--- src/hdl/bridge_pkg.sv ---
package bridge_pkg;

  // *******************************************************************
  // Message words
  // *******************************************************************
  parameter int msg_width = 32;

  typedef logic [msg_width-1:0] msg_t;

  // All-ones word closes a stream
  parameter msg_t end_marker = '1;

  // Relayed word count that wraps
  typedef logic [15:0] msg_count_t;

  // *******************************************************************
  // Wishbone register port
  // *******************************************************************
  typedef logic [0:0] wb_adr_t;

  parameter wb_adr_t addr_data   = 1'b0;
  parameter wb_adr_t addr_status = 1'b1;

  typedef struct packed {
    logic    cyc;
    logic    stb;
    logic    we;
    wb_adr_t adr;
    msg_t    dat_w;
  } wb_req_t;

  typedef struct packed {
    logic ack;
    msg_t dat_r;
  } wb_rsp_t;

  // Word returned at the STATUS address
  typedef struct packed {
    msg_count_t  msg_count;
    logic [11:0] reserved;
    logic        eof;
    logic        wr_overflow;
    logic        wr_full;
    logic        rd_empty;
  } bridge_status_t;

endpackage
--- src/hdl/host_bridge_top.sv ---
`timescale 1ns/1ps

module host_bridge_top
  import bridge_pkg::*;
#(
  parameter int depth = 8
) (
  input  logic    bus_clk,
  input  logic    rst,
  input  wb_req_t wb_req,
  output wb_rsp_t wb_rsp
);

  // Host to write FIFO
  logic       wr_push;
  msg_t       wr_data;
  logic       wr_full;
  logic       wr_overflow;

  // Write FIFO to relay
  logic       wr_empty;
  msg_t       wr_head;
  logic       wr_pop;

  // Relay to read FIFO
  logic       rd_push;
  msg_t       rd_push_data;
  logic       rd_full;

  // Read FIFO to host
  msg_t       rd_head;
  logic       rd_empty;
  logic       rd_pop;

  logic       eof;
  msg_count_t msg_count;

  msg_fifo #(.depth(depth)) wr_fifo (
    .bus_clk(bus_clk), .rst(rst),
    .push(wr_push), .push_data(wr_data), .pop(wr_pop),
    .pop_data(wr_head), .empty(wr_empty), .full(wr_full), .overflow(wr_overflow)
  );

  msg_relay relay (
    .bus_clk(bus_clk), .rst(rst),
    .src_empty(wr_empty), .src_data(wr_head), .src_pop(wr_pop),
    .dst_full(rd_full), .dst_push(rd_push), .dst_data(rd_push_data),
    .eof(eof), .msg_count(msg_count)
  );

  // Relay never pushes when full, so overflow stays unused here
  msg_fifo #(.depth(depth)) rd_fifo (
    .bus_clk(bus_clk), .rst(rst),
    .push(rd_push), .push_data(rd_push_data), .pop(rd_pop),
    .pop_data(rd_head), .empty(rd_empty), .full(rd_full), .overflow()
  );

  wb_host_port host_port (
    .bus_clk(bus_clk), .rst(rst),
    .wb_req(wb_req), .wb_rsp(wb_rsp),
    .wr_push(wr_push), .wr_data(wr_data),
    .wr_full(wr_full), .wr_overflow(wr_overflow),
    .rd_data(rd_head), .rd_empty(rd_empty), .rd_pop(rd_pop),
    .eof(eof), .msg_count(msg_count)
  );

endmodule

--- src/hdl/wb_host_port.sv ---
`timescale 1ns/1ps

module wb_host_port
  import bridge_pkg::*;
(
  input  logic       bus_clk,
  input  logic       rst,
  input  wb_req_t    wb_req,
  output wb_rsp_t    wb_rsp,

  // Write FIFO side
  output logic       wr_push,
  output msg_t       wr_data,
  input  logic       wr_full,
  input  logic       wr_overflow,

  // Read FIFO side
  input  msg_t       rd_data,
  input  logic       rd_empty,
  output logic       rd_pop,

  // From the relay
  input  logic       eof,
  input  msg_count_t msg_count
);

  logic           ack_q;
  msg_t           dat_r_q;
  logic           req_take;
  logic           is_data;
  msg_t           rd_word;
  bridge_status_t status;

  // *******************************************************************
  // Request decode
  // *******************************************************************

  // A request is taken once; the ack cycle masks it
  assign req_take = wb_req.cyc && wb_req.stb && !ack_q;
  assign is_data  = (wb_req.adr == addr_data);

  // Side effects happen on the sampling edge
  assign wr_push = req_take && wb_req.we && is_data;
  assign wr_data = wb_req.dat_w;

  // Reads of an empty DATA register pop nothing
  assign rd_pop = req_take && !wb_req.we && is_data && !rd_empty;

  // Status word assembly
  always_comb begin
    status             = '0;
    status.msg_count   = msg_count;
    status.eof         = eof;
    status.wr_overflow = wr_overflow;
    status.wr_full     = wr_full;
    status.rd_empty    = rd_empty;
  end

  always_comb begin
    case (wb_req.adr)
      addr_data:   rd_word = rd_empty ? '0 : rd_data;
      addr_status: rd_word = status;
      default:     rd_word = '0;
    endcase
  end

  // *******************************************************************
  // Response
  // *******************************************************************

  always_ff @(posedge bus_clk) begin
    if (rst) begin
      ack_q <= 1'b0;
    end else begin
      ack_q <= req_take;
    end
  end

  // Read data is captured before the pop moves the FIFO head
  always_ff @(posedge bus_clk) begin
    if (req_take && !wb_req.we) begin
      dat_r_q <= rd_word;
    end
  end

  assign wb_rsp = '{ack: ack_q, dat_r: dat_r_q};

  // Master keeps the request up until it is acknowledged
  a_req_held: assert property (
    @(posedge bus_clk) disable iff (rst) $fell(wb_req.stb) |-> wb_rsp.ack
  ) else $error("wb_host_port: request withdrawn before ack");

endmodule

--- src/hdl/msg_relay.sv ---
`timescale 1ns/1ps

module msg_relay
  import bridge_pkg::*;
(
  input  logic       bus_clk,
  input  logic       rst,

  // Write FIFO, the source
  input  logic       src_empty,
  input  msg_t       src_data,
  output logic       src_pop,

  // Read FIFO, the destination
  input  logic       dst_full,
  output logic       dst_push,
  output msg_t       dst_data,

  // Stream state for the host
  output logic       eof,
  output msg_count_t msg_count
);

  logic move;
  logic is_marker;

  // *******************************************************************
  // Transfer
  // *******************************************************************

  // One word per cycle when there is a word and room for it
  assign move = !src_empty && !dst_full;

  assign src_pop  = move;
  assign dst_push = move;

  // Marker is forwarded like any other word
  assign dst_data = src_data;

  assign is_marker = (src_data == end_marker);

  // *******************************************************************
  // Bookkeeping
  // *******************************************************************

  // Counter wraps at 2**16
  always_ff @(posedge bus_clk) begin
    if (rst) begin
      msg_count <= '0;
    end else if (move) begin
      msg_count <= msg_count + 1'b1;
    end
  end

  // End of stream stays set until reset
  always_ff @(posedge bus_clk) begin
    if (rst) begin
      eof <= 1'b0;
    end else if (move && is_marker) begin
      eof <= 1'b1;
    end
  end

  // Head of a non-empty write FIFO always holds a written word
  a_known_word: assert property (
    @(posedge bus_clk) disable iff (rst) move |-> !$isunknown(src_data)
  ) else $error("msg_relay: unknown word relayed");

endmodule

--- src/hdl/msg_fifo.sv ---
`timescale 1ns/1ps

module msg_fifo
  import bridge_pkg::*;
#(
  parameter int depth = 8
) (
  input  logic bus_clk,
  input  logic rst,
  input  logic push,
  input  msg_t push_data,
  input  logic pop,
  output msg_t pop_data,
  output logic empty,
  output logic full,
  output logic overflow
);

  localparam int ptr_width = $clog2(depth);

  // Message storage
  msg_t mem [depth];

  logic [ptr_width-1:0] wr_ptr;
  logic [ptr_width-1:0] rd_ptr;
  logic [ptr_width:0]   count;
  logic                 do_push;
  logic                 do_pop;

  assign empty = (count == '0);
  assign full  = (count == (ptr_width + 1)'(depth));

  // A push into a full buffer is dropped
  assign do_push = push && !full;
  assign do_pop  = pop && !empty;

  // Head word is presented without a register stage
  assign pop_data = mem[rd_ptr];

  always_ff @(posedge bus_clk) begin
    if (do_push) begin
      mem[wr_ptr] <= push_data;
    end
  end

  // Pointers wrap on their own since depth is a power of two
  always_ff @(posedge bus_clk) begin
    if (rst) begin
      wr_ptr <= '0;
      rd_ptr <= '0;
      count  <= '0;
    end else begin
      if (do_push) begin
        wr_ptr <= wr_ptr + 1'b1;
      end
      if (do_pop) begin
        rd_ptr <= rd_ptr + 1'b1;
      end
      case ({do_push, do_pop})
        2'b10:   count <= count + 1'b1;
        2'b01:   count <= count - 1'b1;
        default: count <= count;
      endcase
    end
  end

  // Sticky until reset
  always_ff @(posedge bus_clk) begin
    if (rst) begin
      overflow <= 1'b0;
    end else if (push && full) begin
      overflow <= 1'b1;
    end
  end

  // The reader must look at empty before popping
  a_no_pop_when_empty: assert property (
    @(posedge bus_clk) disable iff (rst) pop |-> !empty
  ) else $error("msg_fifo: pop while empty");

endmodule

--- config.mk ---
export PLATFORM = sky130hd
export DESIGN_NAME = host_bridge_top
export DESIGN_NICKNAME = d
export VERILOG_FILES = /design/src/hdl/bridge_pkg.sv /design/src/hdl/host_bridge_top.sv /design/src/hdl/wb_host_port.sv /design/src/hdl/msg_relay.sv /design/src/hdl/msg_fifo.sv
export SDC_FILE = /design/constraint.sdc
export NUM_CORES = 1
export LEC_CHECK = 0
export BUFFER_PORTS_ARGS = -buffer_cell sky130_fd_sc_hd__buf_4
export CAP_MARGIN = 20
export CORE_MARGIN = 2
export CORE_UTILIZATION = 30
export DETAILED_ROUTE_END_ITERATION = 10
export SLEW_MARGIN = 20
export SYNTH_ARGS = -nofsm -noshare
export SYNTH_HDL_FRONTEND = slang
export SYNTH_SLANG_ARGS = --single-unit
--- constraint.sdc ---
create_clock -name bus_clk -period 15.15 [get_ports bus_clk]
set_input_delay 1.515 -clock bus_clk [delete_from_list [all_inputs] [get_ports bus_clk]]
set_output_delay 1.515 -clock bus_clk [all_outputs]
set_load 0.02 [all_outputs]
==> results.md <==
- Area leader, netlist: edfxtp_1
- Sequential-to-total area share from yosys stat: 76.0%
- CP required: 15370 ps
- Drt total wl: 47100 um
- Fin crit period: 3950 ps
- Num rows: 100
- Vias in the first global route: 11200
- First-pass GRT wire length: 70600 um
- Die height: 279 um
- Mean post-synth cell area: 20.4 sq um
- Worst hold path depth: 2
- Pins Over Slew Limit: 0
- Clk root buf: clkbuf_16
- Synth cell types: 42
- RSZ-0062 raised after global routing: false
- Nets@finish: 1274
- Post-CTS Hold Fix Bufs: 0
- Critical-path maximum fanout: 32
- Antenna-violating nets left: 0
- Syn-to-layout area delta: 16.7%
- Clk sinks: 589
- Post-Synth XOR/XNOR Area: 1.00%
- CTS resizes: 0
- Syn nets: 1163
- Post-CTS Setup Inserts: 0
- DRC: 0
- Synth area leaders: edfxtp_1 72%, mux4_2 8.9%, dfxtp_1 4.0%
- Final hold vios: 0
- Die span in x: 279 um
- Status: finished clean
- Area of the multi-input gates: 5190 sq um
- Total negative slack: 0 ps
- Simple-gate share of the synthesized area: 3.75%
- Post-synthesis adder-cell area fraction: 0.607%
- Fin util: 35.4%
- Iter 0 DRT Violations: 728
- # diodes: 0
- Reg clk slew, reported paths: 60 ps
- CP Capture Type: flip-flop
- Die area: 77800 sq um
- Pin count of the biggest net entering global routing: 65
- Post-Syn Area: 22700 sq um
- Main combinational cell family by area after synthesis: multiplexers
- Mux contribution to synthesized area: 15.2%
- Critical path launch point type: input pin
- Fin crit share: 26.1%
- Cell area power density: 165 nW/um^2
- Pleak: 8.17 nW
- Grt total ovfl: 0
- Max Buffers Root-to-Sink: 3
- Fmax: 253 MHz
- Initial antenna violation count: 0
- GRT Overall Usage: 12.1%
- PnR worst setup slack: 11200 ps
- CTS Buf Count: 58
- Layout cells sized above 1: 26.2%
- Yosys Warn Count: 0
- Layout Skew: 16.6 ps
- Pre-antenna DRT Iters: 5
- DP Worst Slack: 10610 ps
- Final hold slack: 477 ps
- Initial Util: 30.4%
- Core area: 74700 sq um
- Vias per Instance: 4.78
- DPL Wire Length: 26900 um
- Post-synthesis cell count: 1114
- Flops & latches, synth: 589
- Reg2Reg Depth: 10
- Port bufs: 70
- Peak supply drop: 0.0000901 V
- Storage element area: 17200 sq um
- Fill cell count: 6823
- Hold Path Class: flip-flop to flip-flop
- Routability cong.: 0.728
- CTS tree: done
- Worst-Skew Late Latency: 620 ps
- Num ports: 71
- Htree depth: 2
- Compound-cell area share of the yosys netlist: 1.77%
- Synth top area share: 72.0%
- Wire per inst: 21.0 um
- Arrival @ worst endpoint: 4170 ps
- Max-Cap Viols: 0
- Worst slew margin relative to its limit: 27.5%
- Number of vias in the routed layout: 10700
- Crit Path Class: input pin to flip-flop
- Final setup fails: 0
- Worst slew pin tran: 1090 ps
cells in the mapped netlist:
| library cell | number |
|---|---|
| edfxtp_1 | 544 |
| mux4_2 | 90 |
| mux2i_1 | 67 |
| nor2_1 | 49 |
| dfxtp_1 | 45 |
| nand2_1 | 43 |
| o21ai_0 | 29 |
| clkbuf_1 | 23 |
| mux4_1 | 22 |
| nor2b_1 | 19 |
| xor2_1 | 17 |
| a21oi_1 | 16 |
| mux2_2 | 16 |
| a221oi_1 | 14 |
| buf_2 | 11 |
| ha_1 | 11 |
| nand4_1 | 11 |
| xnor2_1 | 9 |
| nor3_1 | 8 |
| buf_6 | 7 |
| or3_1 | 7 |
| buf_4 | 6 |
| nand2b_1 | 5 |
| nand3_1 | 5 |
| nand3b_1 | 5 |
| buf_1 | 4 |
| buf_12 | 4 |
| inv_1 | 4 |
| nor4b_1 | 4 |
| nor3b_1 | 3 |
| nor4_1 | 3 |
| a221oi_2 | 2 |
| o22ai_1 | 2 |
| a32o_1 | 1 |
| and2_1 | 1 |
| and3_1 | 1 |
| and4_1 | 1 |
| nand2_2 | 1 |
| nor2_4 | 1 |
| or2_2 | 1 |
| or4_1 | 1 |
| or4b_2 | 1 |
path summary, 6_finish.rpt:
kind                                 startpoint  slack, ps                             to
hold reg to reg   wr_fifo.overflow$_SDFFE_PP0P_        480  wr_fifo.overflow$_SDFFE_PP0P_
setup reg to reg  rd_fifo.count[1]$_SDFFE_PP0P_      11790  rd_fifo.count[2]$_SDFFE_PP0P_
hold / removal    wr_fifo.overflow$_SDFFE_PP0P_        480  wr_fifo.overflow$_SDFFE_PP0P_
setup / recovery                     wb_req[34]      11200   wr_fifo.mem[1][29]$_DFFE_PP_
cell usage in the layout, fill, tap and decap left out, drive strengths merged, types with 8 or more instances in the layout:
master / instances
dfxtp: 45
edfxtp: 544
nor2b: 19
nand2: 44
xnor2: 9
nor3: 8
a221oi: 16
nor2: 50
mux2i: 67
nand4: 11
a21oi: 16
clkinv: 26
buf: 104
clkbuf: 72
mux4: 112
o21ai: 29
ha: 11
xor2: 17
mux2: 16
area by class of cell:
class	count	area share (%)
clock buffers	70	6.01
inverters	4	0.0567
well taps	969	4.58
repair buffers	106	3.33
clock inverters	39	1.24
multi-input cells	466	19.6
flip-flops and latches	589	65.2
kinds of logic after synthesis:
| logic type | after synthesis |
|---|---|
| mux | 195 |
| xor+xnor | 26 |
| fa+ha+maj | 11 |
| compound gates | 64 |
| buf+inv | 59 |
| flops | 589 |
| simple gates | 170 |
routing by layer:
metal / track usage [%] / wire length, um
met3: 2.35 / 2430
met1: 16.4 / 21000
met4: 3.39 / 1100
met5: 0 / 0
met2: 19.9 / 22500
power breakdown:
group,switching (mW),total [mW],internal (mW)
clock network,0.605,1.44,0.830
registers,0.0694,2.12,2.05
logic,0.501,0.812,0.311
total,1.17,4.37,3.19
through the flow:
| step | area (sq um) | total power, mW | cells |
|---|---|---|---|
| finish | 26500 | 4.37 | 2243 |
| global route | 26500 | 4.55 | 2243 |
| CTS | 26300 | 4.41 | 2233 |
| detailed placement | 24400 | 2.97 | 2124 |
| global placement | 24300 | 2.94 | 2120 |
| floorplan | 22700 | 2.70 | 1114 |
registers in the layout (all words and copies together), names as in the netlist, named ones only:
name               flops
rd_fifo.mem          256
wr_fifo.mem          256
host_port.dat_r_q     32
relay.msg_count       16
rd_fifo.count          4
wr_fifo.count          4
rd_fifo.rd_ptr         3
rd_fifo.wr_ptr         3
wr_fifo.rd_ptr         3
wr_fifo.wr_ptr         3
host_port.ack_q        1
relay.eof              1
wr_fifo.overflow       1
critical path, cell delays in order:
cell and delay (ps):
buf_4 80, nand3b_1 180, nor3b_1 300, nor2b_1 720, nand2b_1 410, nor2_4 940
No activity file was read; power rests on OpenSTA's default activity.
